File: src/common/fpu_settings.svh
`ifndef FPU_SETTINGS_SVH
`define FPU_SETTINGS_SVH

// ====================================================================
// Register and result widths
// ====================================================================
`define FPU_FLEN        64
`define FPU_XLEN        64
`define FPU_FLAGS_W     5
`define FPU_CLASS_W     10

// ====================================================================
// Field layout of binary32 and binary64
// ====================================================================
`define FPU_SP_SIGN     31
`define FPU_SP_EXP_W    8
`define FPU_SP_FRAC_W   23
`define FPU_SP_EXP_MAX  8'hFF

`define FPU_DP_SIGN     63
`define FPU_DP_EXP_W    11
`define FPU_DP_FRAC_W   52
`define FPU_DP_EXP_MAX  11'h7FF

// Canonical quiet NaNs
`define FPU_SP_QNAN     32'h7FC0_0000
`define FPU_DP_QNAN     64'h7FF8_0000_0000_0000

// Upper half of a NaN-boxed binary32 value
`define FPU_BOX         32'hFFFF_FFFF

// NV is the top bit of fflags
`define FPU_FLAG_NV     4

`endif
File: src/common/fpu_pkg.sv
`include "fpu_settings.svh"

package fpu_pkg;

    // ====================================================================
    // Data types
    // ====================================================================

    // Floating register contents, binary32 is NaN-boxed
    typedef logic [`FPU_FLEN-1:0] fp_reg_t;

    // Integer source and destination
    typedef logic [`FPU_XLEN-1:0] int_reg_t;

    // Magnitude without the sign, binary32 zero-extended
    typedef logic [`FPU_FLEN-2:0] fp_mag_t;

    // Flags from MSB down: NV DZ OF UF NX
    typedef logic [`FPU_FLAGS_W-1:0] fflags_t;

    // One bit per FCLASS category
    typedef logic [`FPU_CLASS_W-1:0] class_mask_t;

    // ====================================================================
    // Operations
    // ====================================================================

    typedef enum logic [3:0] {
        FPU_SGNJ   = 4'd0,
        FPU_SGNJN  = 4'd1,
        FPU_SGNJX  = 4'd2,
        FPU_MIN    = 4'd3,
        FPU_MAX    = 4'd4,
        FPU_CMP_EQ = 4'd5,
        FPU_CMP_LT = 4'd6,
        FPU_CMP_LE = 4'd7,
        FPU_CLASS  = 4'd8,
        FPU_MV_X_W = 4'd9,
        FPU_MV_W_X = 4'd10
    } fpu_op_t;

endpackage

File: src/fpu_misc_top.sv
`timescale 1ns/1ps

module fpu_misc_top (
    input  logic              clk,
    input  logic              rst_n,
    input  logic              req_valid,
    input  fpu_pkg::fpu_op_t  op,
    input  fpu_pkg::fp_reg_t  rs1,
    input  fpu_pkg::fp_reg_t  rs2,
    input  fpu_pkg::int_reg_t int_rs1,
    input  logic              is_single,
    output logic              resp_valid,
    output fpu_pkg::fp_reg_t  result,
    output fpu_pkg::int_reg_t int_result,
    output fpu_pkg::fflags_t  fflags
);
    import fpu_pkg::*;

    // Decoded rs1
    logic    a_sign;
    fp_mag_t a_magnitude;
    logic    a_is_zero;
    logic    a_is_subnormal;
    logic    a_is_inf;
    logic    a_is_nan;
    logic    a_is_snan;

    // Decoded rs2
    logic    b_sign;
    fp_mag_t b_magnitude;
    logic    b_is_zero;
    logic    b_is_nan;
    logic    b_is_snan;

    // Compare results
    logic    equal;
    logic    less;
    logic    less_equal;
    logic    pick_a_min;
    logic    pick_a_max;
    logic    either_nan;
    logic    any_snan;

    // ====================================================================
    // Stage 1 operand decode
    // ====================================================================
    fp_operand_decode u_decode_a (
        .clk          (clk),
        .rst_n        (rst_n),
        .req_valid    (req_valid),
        .operand      (rs1),
        .is_single    (is_single),
        .sign         (a_sign),
        .magnitude    (a_magnitude),
        .is_zero      (a_is_zero),
        .is_subnormal (a_is_subnormal),
        .is_inf       (a_is_inf),
        .is_nan       (a_is_nan),
        .is_snan      (a_is_snan)
    );

    // FCLASS looks at rs1 only
    fp_operand_decode u_decode_b (
        .clk          (clk),
        .rst_n        (rst_n),
        .req_valid    (req_valid),
        .operand      (rs2),
        .is_single    (is_single),
        .sign         (b_sign),
        .magnitude    (b_magnitude),
        .is_zero      (b_is_zero),
        .is_subnormal (),
        .is_inf       (),
        .is_nan       (b_is_nan),
        .is_snan      (b_is_snan)
    );

    fp_compare_unit u_compare (
        .a_sign      (a_sign),
        .a_magnitude (a_magnitude),
        .a_is_zero   (a_is_zero),
        .a_is_nan    (a_is_nan),
        .a_is_snan   (a_is_snan),
        .b_sign      (b_sign),
        .b_magnitude (b_magnitude),
        .b_is_zero   (b_is_zero),
        .b_is_nan    (b_is_nan),
        .b_is_snan   (b_is_snan),
        .equal       (equal),
        .less        (less),
        .less_equal  (less_equal),
        .pick_a_min  (pick_a_min),
        .pick_a_max  (pick_a_max),
        .either_nan  (either_nan),
        .any_snan    (any_snan)
    );

    // ====================================================================
    // Stage 2 result build and output registers
    // ====================================================================
    fp_result_select u_select (
        .clk            (clk),
        .rst_n          (rst_n),
        .req_valid      (req_valid),
        .op             (op),
        .is_single      (is_single),
        .rs1            (rs1),
        .rs2            (rs2),
        .int_rs1        (int_rs1),
        .a_sign         (a_sign),
        .a_is_zero      (a_is_zero),
        .a_is_subnormal (a_is_subnormal),
        .a_is_inf       (a_is_inf),
        .a_is_nan       (a_is_nan),
        .a_is_snan      (a_is_snan),
        .b_is_nan       (b_is_nan),
        .equal          (equal),
        .less           (less),
        .less_equal     (less_equal),
        .pick_a_min     (pick_a_min),
        .pick_a_max     (pick_a_max),
        .either_nan     (either_nan),
        .any_snan       (any_snan),
        .resp_valid     (resp_valid),
        .result         (result),
        .int_result     (int_result),
        .fflags         (fflags)
    );

endmodule

File: src/fp_result_select.sv
`timescale 1ns/1ps
`include "fpu_settings.svh"

module fp_result_select (
    input  logic              clk,
    input  logic              rst_n,
    input  logic              req_valid,
    input  fpu_pkg::fpu_op_t  op,
    input  logic              is_single,
    input  fpu_pkg::fp_reg_t  rs1,
    input  fpu_pkg::fp_reg_t  rs2,
    input  fpu_pkg::int_reg_t int_rs1,
    input  logic              a_sign,
    input  logic              a_is_zero,
    input  logic              a_is_subnormal,
    input  logic              a_is_inf,
    input  logic              a_is_nan,
    input  logic              a_is_snan,
    input  logic              b_is_nan,
    input  logic              equal,
    input  logic              less,
    input  logic              less_equal,
    input  logic              pick_a_min,
    input  logic              pick_a_max,
    input  logic              either_nan,
    input  logic              any_snan,
    output logic              resp_valid,
    output fpu_pkg::fp_reg_t  result,
    output fpu_pkg::int_reg_t int_result,
    output fpu_pkg::fflags_t  fflags
);
    import fpu_pkg::*;

    // Stage 1
    logic        valid_q;
    fpu_op_t     op_q;
    logic        single_q;
    fp_reg_t     rs1_q;
    fp_reg_t     rs2_q;
    int_reg_t    int_rs1_q;

    // Stage 2 inputs
    fp_reg_t     sgnj_value;
    fp_reg_t     minmax_value;
    fp_reg_t     canon_nan;
    logic        is_normal;
    class_mask_t class_mask;
    fp_reg_t     result_d;
    int_reg_t    int_result_d;
    fflags_t     fflags_d;

    function automatic fp_reg_t nan_box(input logic [31:0] value);
        return {`FPU_BOX, value};
    endfunction

    // ====================================================================
    // Stage 1 registers
    // ====================================================================
    always_ff @(posedge clk or negedge rst_n) begin
        if (!rst_n) begin
            valid_q  <= 1'b0;
            op_q     <= FPU_SGNJ;
            single_q <= 1'b0;
        end else begin
            valid_q <= req_valid;
            if (req_valid) begin
                op_q     <= op;
                single_q <= is_single;
            end
        end
    end

    always_ff @(posedge clk) begin
        if (req_valid) begin
            rs1_q     <= rs1;
            rs2_q     <= rs2;
            int_rs1_q <= int_rs1;
        end
    end

    // ====================================================================
    // Per-op results
    // ====================================================================
    always_comb begin
        logic s1;
        logic s2;
        logic inj_sign;
        s1 = single_q ? rs1_q[`FPU_SP_SIGN] : rs1_q[`FPU_DP_SIGN];
        s2 = single_q ? rs2_q[`FPU_SP_SIGN] : rs2_q[`FPU_DP_SIGN];
        case (op_q)
            FPU_SGNJN: inj_sign = ~s2;
            FPU_SGNJX: inj_sign = s1 ^ s2;
            default:   inj_sign = s2;
        endcase
        if (single_q) begin
            sgnj_value = nan_box({inj_sign, rs1_q[`FPU_SP_SIGN-1:0]});
        end else begin
            sgnj_value = {inj_sign, rs1_q[`FPU_DP_SIGN-1:0]};
        end
    end

    assign canon_nan = single_q ? nan_box(`FPU_SP_QNAN) : `FPU_DP_QNAN;

    always_comb begin
        logic take_a;
        take_a = (op_q == FPU_MIN) ? pick_a_min : pick_a_max;
        if (a_is_nan && b_is_nan) begin
            minmax_value = canon_nan;
        end else if (take_a) begin
            minmax_value = single_q ? nan_box(rs1_q[`FPU_SP_SIGN:0]) : rs1_q;
        end else begin
            minmax_value = single_q ? nan_box(rs2_q[`FPU_SP_SIGN:0]) : rs2_q;
        end
    end

    // FCLASS bit 0 is -inf, bit 9 is quiet NaN
    assign is_normal  = !(a_is_zero || a_is_subnormal || a_is_inf || a_is_nan);
    assign class_mask = {a_is_nan && !a_is_snan,
                         a_is_snan,
                         a_is_inf && !a_sign,
                         is_normal && !a_sign,
                         a_is_subnormal && !a_sign,
                         a_is_zero && !a_sign,
                         a_is_zero && a_sign,
                         a_is_subnormal && a_sign,
                         is_normal && a_sign,
                         a_is_inf && a_sign};

    // ====================================================================
    // Result mux
    // ====================================================================
    always_comb begin
        result_d     = '0;
        int_result_d = '0;
        fflags_d     = '0;
        case (op_q)
            FPU_SGNJ, FPU_SGNJN, FPU_SGNJX: begin
                result_d = sgnj_value;
            end
            FPU_MIN, FPU_MAX: begin
                result_d              = minmax_value;
                fflags_d[`FPU_FLAG_NV] = any_snan;
            end
            FPU_CMP_EQ: begin
                int_result_d           = int_reg_t'(equal);
                fflags_d[`FPU_FLAG_NV] = any_snan;
            end
            FPU_CMP_LT: begin
                int_result_d           = int_reg_t'(less);
                fflags_d[`FPU_FLAG_NV] = either_nan;
            end
            FPU_CMP_LE: begin
                int_result_d           = int_reg_t'(less_equal);
                fflags_d[`FPU_FLAG_NV] = either_nan;
            end
            FPU_CLASS: begin
                int_result_d = int_reg_t'(class_mask);
            end
            FPU_MV_X_W: begin
                int_result_d = single_q ? {{32{rs1_q[`FPU_SP_SIGN]}}, rs1_q[`FPU_SP_SIGN:0]}
                                        : rs1_q;
            end
            FPU_MV_W_X: begin
                result_d = single_q ? nan_box(int_rs1_q[31:0]) : int_rs1_q;
            end
            default: ;
        endcase
    end

    // Stage 2 output registers
    always_ff @(posedge clk or negedge rst_n) begin
        if (!rst_n) begin
            resp_valid <= 1'b0;
            result     <= '0;
            int_result <= '0;
            fflags     <= '0;
        end else begin
            resp_valid <= valid_q;
            if (valid_q) begin
                result     <= result_d;
                int_result <= int_result_d;
                fflags     <= fflags_d;
            end
        end
    end

    // Every accepted request answers two edges later
    a_fixed_latency : assert property (@(posedge clk) disable iff (!rst_n)
        req_valid |-> ##2 resp_valid)
        else $error("response missing two cycles after request");

    // Only NV can be raised by these ops
    a_only_nv : assert property (@(posedge clk) disable iff (!rst_n)
        fflags[`FPU_FLAG_NV-1:0] == '0)
        else $error("flag other than NV raised");

endmodule

File: src/fp_compare_unit.sv
`timescale 1ns/1ps

module fp_compare_unit (
    input  logic             a_sign,
    input  fpu_pkg::fp_mag_t a_magnitude,
    input  logic             a_is_zero,
    input  logic             a_is_nan,
    input  logic             a_is_snan,
    input  logic             b_sign,
    input  fpu_pkg::fp_mag_t b_magnitude,
    input  logic             b_is_zero,
    input  logic             b_is_nan,
    input  logic             b_is_snan,
    output logic             equal,
    output logic             less,
    output logic             less_equal,
    output logic             pick_a_min,
    output logic             pick_a_max,
    output logic             either_nan,
    output logic             any_snan
);

    logic mag_equal;
    logic mag_less;
    logic same_sign;
    logic both_zero;
    logic ord_equal;
    logic ord_less;
    logic tot_equal;
    logic tot_less;

    // Sign-magnitude encoding orders like an unsigned integer
    assign mag_equal = a_magnitude == b_magnitude;
    assign mag_less  = a_magnitude < b_magnitude;
    assign same_sign = a_sign == b_sign;
    assign both_zero = a_is_zero && b_is_zero;

    // ====================================================================
    // Numeric order, +0 and -0 are equal
    // ====================================================================
    assign ord_equal = both_zero || (same_sign && mag_equal);

    always_comb begin
        if (both_zero) begin
            ord_less = 1'b0;
        end else if (!same_sign) begin
            ord_less = a_sign;
        end else if (a_sign) begin
            // Both negative, larger magnitude is smaller
            ord_less = !mag_less && !mag_equal;
        end else begin
            ord_less = mag_less;
        end
    end

    assign either_nan = a_is_nan || b_is_nan;
    assign any_snan   = a_is_snan || b_is_snan;

    // Unordered operands compare false
    assign equal      = !either_nan && ord_equal;
    assign less       = !either_nan && ord_less;
    assign less_equal = !either_nan && (ord_less || ord_equal);

    // ====================================================================
    // Total order for FMIN/FMAX, -0 sits below +0
    // ====================================================================
    assign tot_equal = same_sign && mag_equal;
    assign tot_less  = same_sign ? (a_sign ? (!mag_less && !mag_equal) : mag_less)
                                 : a_sign;

    // A NaN operand loses, ties keep a
    always_comb begin
        if (b_is_nan) begin
            pick_a_min = 1'b1;
            pick_a_max = 1'b1;
        end else if (a_is_nan) begin
            pick_a_min = 1'b0;
            pick_a_max = 1'b0;
        end else begin
            pick_a_min = tot_less || tot_equal;
            pick_a_max = !tot_less;
        end
    end

endmodule

File: src/fp_operand_decode.sv
`timescale 1ns/1ps
`include "fpu_settings.svh"

module fp_operand_decode (
    input  logic             clk,
    input  logic             rst_n,
    input  logic             req_valid,
    input  fpu_pkg::fp_reg_t operand,
    input  logic             is_single,
    output logic             sign,
    output fpu_pkg::fp_mag_t magnitude,
    output logic             is_zero,
    output logic             is_subnormal,
    output logic             is_inf,
    output logic             is_nan,
    output logic             is_snan
);
    import fpu_pkg::*;

    fp_reg_t operand_q;
    logic    single_q;

    logic    exp_all_zero;
    logic    exp_all_ones;
    logic    frac_zero;
    logic    quiet_bit;

    always_ff @(posedge clk or negedge rst_n) begin
        if (!rst_n) begin
            operand_q <= '0;
            single_q  <= 1'b0;
        end else if (req_valid) begin
            operand_q <= operand;
            single_q  <= is_single;
        end
    end

    // ====================================================================
    // Field extraction for the registered format
    // ====================================================================
    always_comb begin
        if (single_q) begin
            sign         = operand_q[`FPU_SP_SIGN];
            magnitude    = fp_mag_t'(operand_q[`FPU_SP_SIGN-1:0]);
            exp_all_zero = operand_q[`FPU_SP_SIGN-1 -: `FPU_SP_EXP_W] == '0;
            exp_all_ones = operand_q[`FPU_SP_SIGN-1 -: `FPU_SP_EXP_W] == `FPU_SP_EXP_MAX;
            frac_zero    = operand_q[`FPU_SP_FRAC_W-1:0] == '0;
            quiet_bit    = operand_q[`FPU_SP_FRAC_W-1];
        end else begin
            sign         = operand_q[`FPU_DP_SIGN];
            magnitude    = operand_q[`FPU_DP_SIGN-1:0];
            exp_all_zero = operand_q[`FPU_DP_SIGN-1 -: `FPU_DP_EXP_W] == '0;
            exp_all_ones = operand_q[`FPU_DP_SIGN-1 -: `FPU_DP_EXP_W] == `FPU_DP_EXP_MAX;
            frac_zero    = operand_q[`FPU_DP_FRAC_W-1:0] == '0;
            quiet_bit    = operand_q[`FPU_DP_FRAC_W-1];
        end
    end

    // Class flags
    assign is_zero      = exp_all_zero && frac_zero;
    assign is_subnormal = exp_all_zero && !frac_zero;
    assign is_inf       = exp_all_ones && frac_zero;
    assign is_nan       = exp_all_ones && !frac_zero;
    // Quiet bit clear means signalling
    assign is_snan      = is_nan && !quiet_bit;

    // Zero class and magnitude come from separate field slices
    a_zero_magnitude : assert property (@(posedge clk) disable iff (!rst_n)
        is_zero == (magnitude == '0))
        else $error("zero class disagrees with the operand magnitude");

endmodule

File: config.mk
export PLATFORM = sky130hd
export DESIGN_NAME = fpu_misc_top
export DESIGN_NICKNAME = d
export VERILOG_FILES = /design/src/common/fpu_pkg.sv /design/src/fpu_misc_top.sv /design/src/fp_result_select.sv /design/src/fp_compare_unit.sv /design/src/fp_operand_decode.sv
export VERILOG_INCLUDE_DIRS = /design/src /design/src/common
export SDC_FILE = /design/constraint.sdc
export NUM_CORES = 1
export LEC_CHECK = 0
export BUFFER_PORTS_ARGS = -buffer_cell sky130_fd_sc_hd__buf_2
export CORE_UTILIZATION = 41
export CTS_CLUSTER_DIAMETER = 120
export DETAILED_ROUTE_END_ITERATION = 10
export PLACE_DENSITY = 0.69
export REMOVE_ABC_BUFFERS = 1
export SYNTH_ARGS = -nofsm -noshare
export SYNTH_HDL_FRONTEND = slang
export SYNTH_HIERARCHICAL = 1
export SYNTH_SLANG_ARGS = --single-unit
File: constraint.sdc
create_clock -name clk -period 4.5 [get_ports clk]
set_input_delay 0.9 -clock clk [delete_from_list [all_inputs] [get_ports clk]]
set_output_delay 0.9 -clock clk [all_outputs]
set_load 0.05 [all_outputs]
# == After elaboration in Yosys (flattened, before gate mapping) ==
# Cells that the tools add are included.
# word_totals
register_bits,456
inputBits,200
output_inout_bits,134
word_cells,121
# op_classes
order_cmp,1
n_eq_ne,16
n_mux,34
bitwise,2
n_reduce_logical,56
# op_table
cell,n
64-bit two-way mux,8
64-bit one-hot mux with 5 select lines,1
64-bit one-hot mux with 3 select lines,1
63-bit two-way mux,2
52-bit zero test,2
63-bit == test,1
63-bit less-than comparator,1
23-bit zero test,2
1-bit logical AND,24
"11-bit == test, second input constant",2
11-bit zero test,2
1-bit two-way mux,20
"4-bit by 3-bit == test with 1-bit output, second input constant",4
"8-bit == test, second input constant",2
8-bit zero test,2
"4-bit == test, second input constant",3
1-bit zero test,11
"4-bit by 2-bit == test with 1-bit output, second input constant",2
1-bit logical OR,8
3-bit OR reduction,2
"4-bit by 1-bit == test with 1-bit output, second input constant",1
4-bit zero test,1
1-bit one-hot mux with 2 select lines,2
2-bit OR reduction,2
other kinds (3),3

# == Depth between registers and ports, before layout ==
# Gate-level depths: netlist of the first run.
# logic_depth
word_depth,13
depth_mapped,18
mapped_depth_nobuf,15

# == Modules after synthesis ==
# Netlist of the first run, hierarchy kept.
# by_module_without_submodules
mod,n_inst,cells_per_inst,area_each_um2,seq_area_each_um2
fp_result_select,1,978,13255.2,9168.8
fp_operand_decode,2,245,3149.3,1626.6
fp_compare_unit,1,254,1764.2,0.0

# == Worst setup path after synthesis of the first run ==
# OpenSTA, ideal clock, no wires.
# synth_path
path_kind,reg-to-reg
start,reg u_decode_a.single_q
end,reg u_select.result[53]
setup_ps,126
arrival_time_ps,3959
required_ps,4374
slack_ps,415
stages_incl_launch_ff,17
n_path_buf,3
synth_period_minus_slack_ps,4085
cell_sequence,dfrtp_1 -> buf_2 -> buf_1 -> nor2b_1 -> ha_1 -> a21oi_2 -> nand2_1 -> a221o_1 -> o31a_1 -> a2111oi_4 -> a211oi_1 -> a311o_1 -> nor4b_1 -> o31ai_1 -> buf_2 -> nand3_1 -> a221o_1
# synth_via
elab_chain_len,13
word_cells_on_any_way,36
cone_classes,1 x order compare; 2 x eq/ne; 22 x mux; 11 x reduce/logical
# synth_lines
item,line,source
from (decl),fp_operand_decode.sv:21,logic single_q;
from (signal assigned),fp_operand_decode.sv:34,single_q <= is_single;
63-bit two-way mux (*),fp_operand_decode.sv:42,if (single_q) begin
via a_magnitude[45],fpu_misc_top.sv:21,fp_mag_t a_magnitude;
63-bit less-than comparator or 63-bit == test (tied branches),"fp_compare_unit.sv:34, fp_compare_unit.sv:33",
1-bit zero test,fp_compare_unit.sv:68,assign tot_less = same_sign ? (a_sign ? (!mag_less && !mag_equal) : mag_less)
1-bit logical AND,fp_compare_unit.sv:68,
1-bit two-way mux (*) (2 in series),fp_compare_unit.sv:68,
1-bit zero test (*),fp_compare_unit.sv:81,pick_a_max = !tot_less;
1-bit two-way mux (*),fp_compare_unit.sv:76,end else if (a_is_nan) begin
1-bit two-way mux (*),fp_compare_unit.sv:73,if (b_is_nan) begin
via pick_a_max,fpu_misc_top.sv:40,logic pick_a_max;
1-bit two-way mux (*),fp_result_select.sv:106,take_a = (op_q == FPU_MIN) ? pick_a_min : pick_a_max;
64-bit two-way mux (*),fp_result_select.sv:109,end else if (take_a) begin
64-bit two-way mux (*),fp_result_select.sv:107,if (a_is_nan && b_is_nan) begin
64-bit one-hot mux with 3 select lines (*),fp_result_select.sv:136,case (op_q)
to (signal assigned),fp_result_select.sv:180,result <= result_d;
to (decl),fp_result_select.sv:28,"output fpu_pkg::fp_reg_t result,"
# The timed path passes the listed nets; every way through them passes the cells marked *.
# A chain may end at the register's enable or synchronous reset.

# == Worst setup path after layout of the first run ==
# layout_path
start,reg u_decode_b.single_q
end,reg u_select.result[59]
# layout_via
elab_chain_len,13
word_cells_on_any_way,36
cone_classes,1 x order compare; 2 x eq/ne; 22 x mux; 11 x reduce/logical
# layout_lines
item,line,source
from (decl),fp_operand_decode.sv:21,
from (signal assigned),fp_operand_decode.sv:34,
63-bit two-way mux (*),fp_operand_decode.sv:42,
via b_magnitude[45],fpu_misc_top.sv:30,fp_mag_t b_magnitude;
63-bit less-than comparator or 63-bit == test (tied branches),"fp_compare_unit.sv:34, fp_compare_unit.sv:33",
1-bit zero test,fp_compare_unit.sv:68,
1-bit logical AND,fp_compare_unit.sv:68,
1-bit two-way mux (*) (2 in series),fp_compare_unit.sv:68,
1-bit zero test (*),fp_compare_unit.sv:81,
1-bit two-way mux (*),fp_compare_unit.sv:76,
1-bit two-way mux (*),fp_compare_unit.sv:73,
via pick_a_max,fpu_misc_top.sv:40,
1-bit two-way mux (*),fp_result_select.sv:106,
64-bit two-way mux (*),fp_result_select.sv:109,
64-bit two-way mux (*),fp_result_select.sv:107,
64-bit one-hot mux with 3 select lines (*),fp_result_select.sv:136,
# Marks and branches as above.

==> results of run 1 <==
## power by group
group          switching [mW]  total [mW]  internal [mW]
clock network            1.68        4.36           2.68
logic                    1.38        2.15          0.768
registers               0.308        5.08           4.77
total                    3.37        11.6           8.21
## per-stage QoR
stage               setup TNS, ns  hold WS, ns  instances  util [%]
floorplan                  -11.49        0.477       1555         -
global placement                0        0.462       2600      45.4
detailed placement              0        0.464       2600      45.4
CTS                             0        0.369       2691      48.8
global route                    0        0.385       2694      48.9
finish                          0        0.287       2697      48.9
## worst max-delay path, cell delays in order, from the launching register on
cell and delay, ns:
sky130_fd_sc_hd__dfrtp_1 0.41, sky130_fd_sc_hd__buf_12 0.18, sky130_fd_sc_hd__nor2b_1 0.13, sky130_fd_sc_hd__inv_1 0.06, sky130_fd_sc_hd__ha_1 0.32, sky130_fd_sc_hd__nand4_1 0.17, sky130_fd_sc_hd__nor3_1 0.12, sky130_fd_sc_hd__a221o_1 0.36
sky130_fd_sc_hd__o31a_1 0.28, sky130_fd_sc_hd__a2111oi_4 0.40, sky130_fd_sc_hd__a211oi_1 0.15, sky130_fd_sc_hd__a311o_1 0.42, sky130_fd_sc_hd__nor4b_1 0.18, sky130_fd_sc_hd__o31ai_2 0.25, sky130_fd_sc_hd__buf_4 0.25, sky130_fd_sc_hd__nand3_1 0.10
sky130_fd_sc_hd__a221o_1 0.33
## cells in the final DEF (no fill, tap or decap), drive strengths merged, types with 11 or more instances in the layout
master and count:
a2111oi 11, a211oi 22, a21oi 84, a221o 19
a221oi 23, a22o 22, a31oi 12, buf 367
clkbuf 69, clkinv 12, dfrtp 266, edfxtp 192
ha 63, inv 70, mux2 137, mux2i 25
nand2 75, nand3 24, nand4 29, nor2 91
nor2b 90, nor3 16, nor4 31, o21a 20
o21ai 65, o221ai 19, o22ai 23, o2bb2ai 34
## registers in the layout, summed over array words and instances (netlist names)
name / cells
u_decode_a/operand_q: 64
u_decode_b/operand_q: 64
u_select/int_result: 64
u_select/int_rs1_q: 64
u_select/result: 64
u_select/rs1_q: 64
u_select/rs2_q: 64
u_select/op_q: 4
u_decode_a/single_q: 1
u_decode_b/single_q: 1
u_select/fflags: 1
u_select/resp_valid: 1
u_select/single_q: 1
u_select/valid_q: 1
## final cells by class
class / instances / area, um^2 / area share (%)
Antenna cell: 4 / 10.0 / 0.0399
Clock buffer: 69 / 1430 / 5.71
Clock inverter: 22 / 324 / 1.29
Inverter: 70 / 265 / 1.06
Multi-Input combinational cell: 1027 / 7700 / 30.7
Sequential cell: 458 / 12400 / 49.5
Tap cell: 680 / 851 / 3.39
Timing Repair Buffer: 367 / 2080 / 8.28
## worst max path at each step
stage,start,to,slack (ns),cells past startpoint
floorplan,u_decode_a/single_q,u_select/result[41],-0.32,13
global placement,u_decode_b/single_q,u_select/result[43],0.26,15
detailed placement,u_decode_b/single_q,u_select/result[41],0.14,15
CTS,u_decode_b/single_q,u_select/result[38],0.09,15
global route,u_decode_b/single_q,u_select/result[54],0.06,16
finish,u_decode_b/single_q,u_select/result[59],0.27,16
## routing by layer
layer	GRT usage (%)	part of all wire, %	up-vias
li1	-	-	6855
met1	29.9	42	7580
met2	38.1	48	603
met3	5.30	7.1	132
met4	6.85	2.5	18
met5	0	0.17	-
==> impl_summary.log, run 1 <==
[metrics] Worst Tran Pin Value: 1.42 ns
[metrics] minimum clock period: 4.23 ns
[metrics] post-CTS setup-driven buffer insertion count: 0
[metrics] buffers from clock root to sink, at most: 3
[metrics] post-layout worst setup margin: 0.267 ns
[metrics] WP data required: 4.97 ns
[metrics] critical path arrival: 4.71 ns
[metrics] chip width: 230 um
[metrics] run status: complete, no violations
[metrics] clock latency on the worst-skew pair: 0.60 ns
[metrics] detail-routed net length per standard cell: 22.8 um
[metrics] critical path capture point type: register
[metrics] input/output buffers: 329
[metrics] TritonCTS Buffers: 49
[metrics] antenna violation net count after detailed routing: 0
[metrics] placer congestion estimate: 0.934
[metrics] number of antenna violations at the first check in global routing: 13
[metrics] half-perimeter wire length after placement: 42.6 mm
[metrics] Layout Area Growth over Synthesis: 17.8%
[metrics] count of clock tree sinks: 458
[metrics] unrepaired setup endpoints after global routing: no
[metrics] Slew Viols, Final: 0
[metrics] global routing usage summed across all routing layers: 23.0%
[metrics] maximum frequency from static timing analysis: 236 MHz
[metrics] vias after detailed routing: 15200
[metrics] synthesized cell area: 21300 um^2
[metrics] per-instance average area after synthesis: 12.4 um^2
[metrics] total of endpoints with negative setup slack in the final report: 0
[metrics] clock transition at the registers of the reported paths: 0.06 ns
[metrics] number of vias per cell: 5.63
[metrics] count of yosys warnings during synthesis: 6
[metrics] Tcrit/Tclk final: 94.1%
[metrics] initial cell density of the core: 41.5%
[metrics] Critical Path Fanout Max: 29
[metrics] kind of start point of the critical path: register
[metrics] type of the setup path with the least slack: register to register
[metrics] CTS tree: built
[metrics] number of standard-cell rows in the floorplan: 83
[metrics] largest net degree at the start of global routing: 103
[metrics] total number of H-tree levels: 2
[metrics] Max rail drop VDD: 0.348 mV
[metrics] max-capacitance violation count: 0
[metrics] Die Outline Area: 52900 um^2
[metrics] maximum clock skew at final layout: 0.0294 ns
[metrics] cell chosen for the clock root: sky130_fd_sc_hd__clkbuf_16
[metrics] total placed instance area: 23300 um^2
[metrics] final-layout fill cell count: 4509
[metrics] wire length of the first global-routing pass: 93.0 mm
[metrics] post_cts resized: 0
[metrics] count of mapped cells out of synthesis: 1720
[metrics] drt drc: 0
[metrics] via count of the first global-routing pass: 15500
[metrics] first-pass iteration count of the detailed router: 7
[metrics] R2R Path Start: u_decode_b/single_q
[metrics] Initial DRC Count: 1022
[metrics] classification of the worst-slack hold path: input port to async pin
[metrics] cts hold-fix bufs: 0
[metrics] Top-Level Pins: 334
[metrics] cell area power density: 462 nW/um^2
[metrics] worst setup slack for register-to-register paths: 0.27 ns
[metrics] standby leakage power: 10.7 nW
[metrics] vertical die dimension: 230 um
[metrics] finished layout cell area: 25100 um^2
[metrics] count of final hold-check violations: 0
[metrics] reg2reg end: u_select/result[59]
[metrics] final global-route overflow total: 0
[metrics] core region area: 51300 um^2
[metrics] pre-CTS setup slack: 0.144 ns
[metrics] fraction of layout cells with a size suffix above 1: 31.1%
[metrics] net count of the finished layout: 2236
[metrics] Total Power Consumption: 11.6 mW
[metrics] Post-Route WL: 61.6 mm
[metrics] length in cells of the worst reg-to-reg path: 16
[metrics] max_slew headroom: 4.51%
(Power assumes the default switching activity.)
==> run 2: changes to the inputs <==
Settings changed: BUFFER_PORTS_ARGS -buffer_cell sky130_fd_sc_hd__buf_2 to unset, DONT_BUFFER_PORTS set to 1, GPL_TIMING_DRIVEN set to 0, PLACE_DENSITY 0.69 to 0.63.
==> impl_summary.log, run 2 (synthesis results as in run 1) <==
[metrics] max-capacitance violation count: 0 (unchanged)
[metrics] finished layout cell area: 23700 um^2 (-5.4%)
[metrics] max_slew headroom: 3.84% (-0.67 points)
[metrics] run status: complete, no violations
[metrics] Total Power Consumption: 11.4 mW (-2.0%)
[metrics] cell area power density: 478 nW/um^2 (+3.6%)
[metrics] global routing usage summed across all routing layers: 22.9% (-0.12 points)
[metrics] Worst Tran Pin Value: 1.44 ns (+0.0175 ns)
[metrics] vias after detailed routing: 13900 (-8.5%)
[metrics] Logic pwr share: 12.9% (-5.6 points)
[metrics] detail-routed net length per standard cell: 26.0 um (+14%)
[metrics] number of standard-cell rows in the floorplan: 83 (unchanged)
[metrics] cell chosen for the clock root: sky130_fd_sc_hd__clkbuf_16
[metrics] WP data required: 4.97 ns (about the same)
[metrics] half-perimeter wire length after placement: 39.7 mm (-6.9%)
[metrics] antenna violation net count after detailed routing: 0 (unchanged)
[metrics] Fin Setup TNS: 0 ns (unchanged)
[metrics] fraction of layout cells with a size suffix above 1: 18.8% (-12 points)
[metrics] final-layout fill cell count: 4554 (+1.0%)
[metrics] Die Outline Area: 52900 um^2 (unchanged)
[metrics] total number of H-tree levels: 2 (unchanged)
[metrics] number of vias per cell: 5.86 (+4.1%)
[metrics] Tcrit/Tclk final: 98.5% (+4.4 points)
[metrics] minimum clock period: 4.43 ns (+0.199 ns)
[metrics] Post-Route WL: 61.6 mm (about the same)
[metrics] kind of start point of the critical path: register
[metrics] critical path capture point type: register
[metrics] Min Hold Slack: 0.0377 ns (-0.249 ns)
[metrics] area occupied by multi-input gates: 7800 um^2 (+1.3%)
[metrics] count of final hold-check violations: 0 (unchanged)
[metrics] unrepaired setup endpoints after global routing: yes
[metrics] type of the setup path with the least slack: register to register
[metrics] Internal Dissipation: 8.04 mW (-2.1%)
[metrics] placer congestion estimate: 0.865 (-7.4%)
[metrics] leading cell type in the layout, fill and taps excluded: sky130_fd_sc_hd__dfrtp_1
[metrics] Initial DRC Count: 935 (-8.5%)
[metrics] top library cells by usage in the layout, fill and taps aside: sky130_fd_sc_hd__dfrtp_1, sky130_fd_sc_hd__edfxtp_1, sky130_fd_sc_hd__mux2_2, sky130_fd_sc_hd__nor2_1, sky130_fd_sc_hd__nor2b_1
[metrics] chip width: 230 um (unchanged)
[metrics] maximum clock skew at final layout: 0.0177 ns (-0.0117 ns)
[metrics] Flop pwr share: 48.9% (+5.1 points)
[metrics] net count of the finished layout: 1910 (-15%)
[metrics] area used by sequential logic in the layout: 12400 um^2 (about the same)
[metrics] buffers from clock root to sink, at most: 3 (unchanged)
[metrics] standby leakage power: 9.32 nW (-13%)
[metrics] first-pass iteration count of the detailed router: 7 (unchanged)
[metrics] core region area: 51300 um^2 (unchanged)
[metrics] vertical die dimension: 230 um (unchanged)
[metrics] Max rail drop VDD: 0.325 mV (-6.6%)
[metrics] switching pwr: 3.31 mW (-1.8%)
[metrics] clock latency on the worst-skew pair: 0.59 ns (about the same)
[metrics] Top-Level Pins: 334 (unchanged)
[metrics] critical path startpoint: u_decode_b/single_q
[metrics] total placed instance area: 21600 um^2 (-7.4%)
[metrics] TritonCTS Buffers: 51 (+4.1%)
[metrics] switching share of power: 29.1% (+0.053 points)
[metrics] Slew Viols, Final: 0 (unchanged)
[metrics] maximum frequency from static timing analysis: 226 MHz (-4.5%)
[metrics] Post-Route Utilization: 46.3% (-2.6 points)
[metrics] Critical Path Fanout Max: 11 (-62%)
[metrics] clock transition at the registers of the reported paths: 0.07 ns (about the same)
[metrics] critical path arrival: 4.90 ns (+0.19 ns)
[metrics] largest net degree at the start of global routing: 331 (+220%)
[metrics] number of antenna violations at the first check in global routing: 5 (-8)
[metrics] power share of the clock group: 38.1% (+0.5 points)
[metrics] final global-route overflow total: 0 (unchanged)
[metrics] count of clock tree sinks: 458 (unchanged)
[metrics] classification of the worst-slack hold path: input port to async pin
[metrics] drt drc: 0 (unchanged)
[metrics] wire length of the first global-routing pass: 91.2 mm (-1.9%)
[metrics] input/output buffers: 0 (-100%)
[metrics] total of endpoints with negative setup slack in the final report: 0 (unchanged)
[metrics] initial cell density of the core: 41.5% (unchanged)
[metrics] CTS tree: built
[metrics] via count of the first global-routing pass: 14200 (-8.5%)
[metrics] Layout Area Growth over Synthesis: 11.4%
[metrics] R2R Path Start: u_decode_b/single_q
==> run 2: cell types whose count changed in the layout (fill, tap and decap cells not counted), moves of 4 or more <==
cell	delta
sky130_fd_sc_hd__clkinv_2	+8
sky130_fd_sc_hd__buf_12	-5
sky130_fd_sc_hd__clkinv_1	-4
sky130_fd_sc_hd__buf_6	+4
sky130_fd_sc_hd__buf_16	+12
sky130_fd_sc_hd__clkbuf_8	-4
sky130_fd_sc_hd__buf_2	-327
sky130_fd_sc_hd__buf_4	-13
==> run 2: area by class of cell <==
class	count	share of cell area, %
inverters	70	1.13
flip-flops and latches	458	52.4
clock inverters	28	1.32
repair buffers	39	2.67
well taps	680	3.58
multi-input cells	1027	32.9
diodes	2	0.0211
clock buffers	67	6.02
==> run 2: final timing paths <==
kind,end,slack [ns],cells past startpoint
worst max-delay path,u_select/result[52],0.07,19
worst min register to register,u_decode_b/operand_q[63],0.51,1
worst max register to register,u_select/result[52],0.07,19
max in group asynchronous,u_decode_a/operand_q[20],2.94,1
worst min-delay path,u_decode_a/operand_q[6],0.04,0
min in group clk,u_select/rs2_q[62],0.40,0
==> run 2: layer usage <==
metal	track usage, %	vias up	share of wire, %	wire length, um
li1	-	6205	-	-
met1	28.8	7000	40	24700
met2	36.9	571	48	29400
met3	7.39	114	9.2	5650
met4	7.84	6	2.9	1770
met5	0	-	0.065	40
==> run 2: timing repair <==
action,4_1_cts,5_1_grt
hold buffers,4,0
buffers inserted,11,11
resized for setup,13,9
hold endpoints to repair,71,0
setup endpoints to repair,64,42
pin swaps,5,9
==> run 2: power by group through the flow <==
stage | sequential, mW | combinational [mW] | clock, mW
3_5_place_dp | 5.65 | 1.30 | 0
2_1_floorplan | 5.50 | 0.928 | 0
4_1_cts | 5.56 | 1.42 | 4.43
6_report | 5.55 | 1.47 | 4.33
5_1_grt | 5.60 | 1.60 | 4.58
3_3_place_gp | 5.65 | 1.17 | 0
==> run 2: through the flow <==
step	std cells	setup WS (ns)
6_report	2371	0.0682
5_1_grt	2370	-0.0530
4_1_cts	2358	0.0214
3_5_place_dp	2248	-1.48
3_3_place_gp	2235	-2.86
2_1_floorplan	1555	-0.318
==> run 2: critical path, stage by stage, from the launching register on <==
cell                        delay (ns)
sky130_fd_sc_hd__dfrtp_4          0.54
sky130_fd_sc_hd__buf_6            0.19
sky130_fd_sc_hd__nor2b_4          0.16
sky130_fd_sc_hd__inv_1            0.06
sky130_fd_sc_hd__ha_1             0.27
sky130_fd_sc_hd__nand4_1          0.17
sky130_fd_sc_hd__nor4_4           0.32
sky130_fd_sc_hd__buf_4            0.18
sky130_fd_sc_hd__o31a_1           0.24
sky130_fd_sc_hd__a2111oi_4        0.05
sky130_fd_sc_hd__buf_4            0.18
sky130_fd_sc_hd__buf_4            0.14
sky130_fd_sc_hd__a21o_2           0.19
sky130_fd_sc_hd__a311o_1          0.32
sky130_fd_sc_hd__nor4b_1          0.19
sky130_fd_sc_hd__o31ai_4          0.39
sky130_fd_sc_hd__buf_6            0.16
sky130_fd_sc_hd__buf_4            0.16
sky130_fd_sc_hd__nand3_1          0.08
sky130_fd_sc_hd__a221o_1          0.32
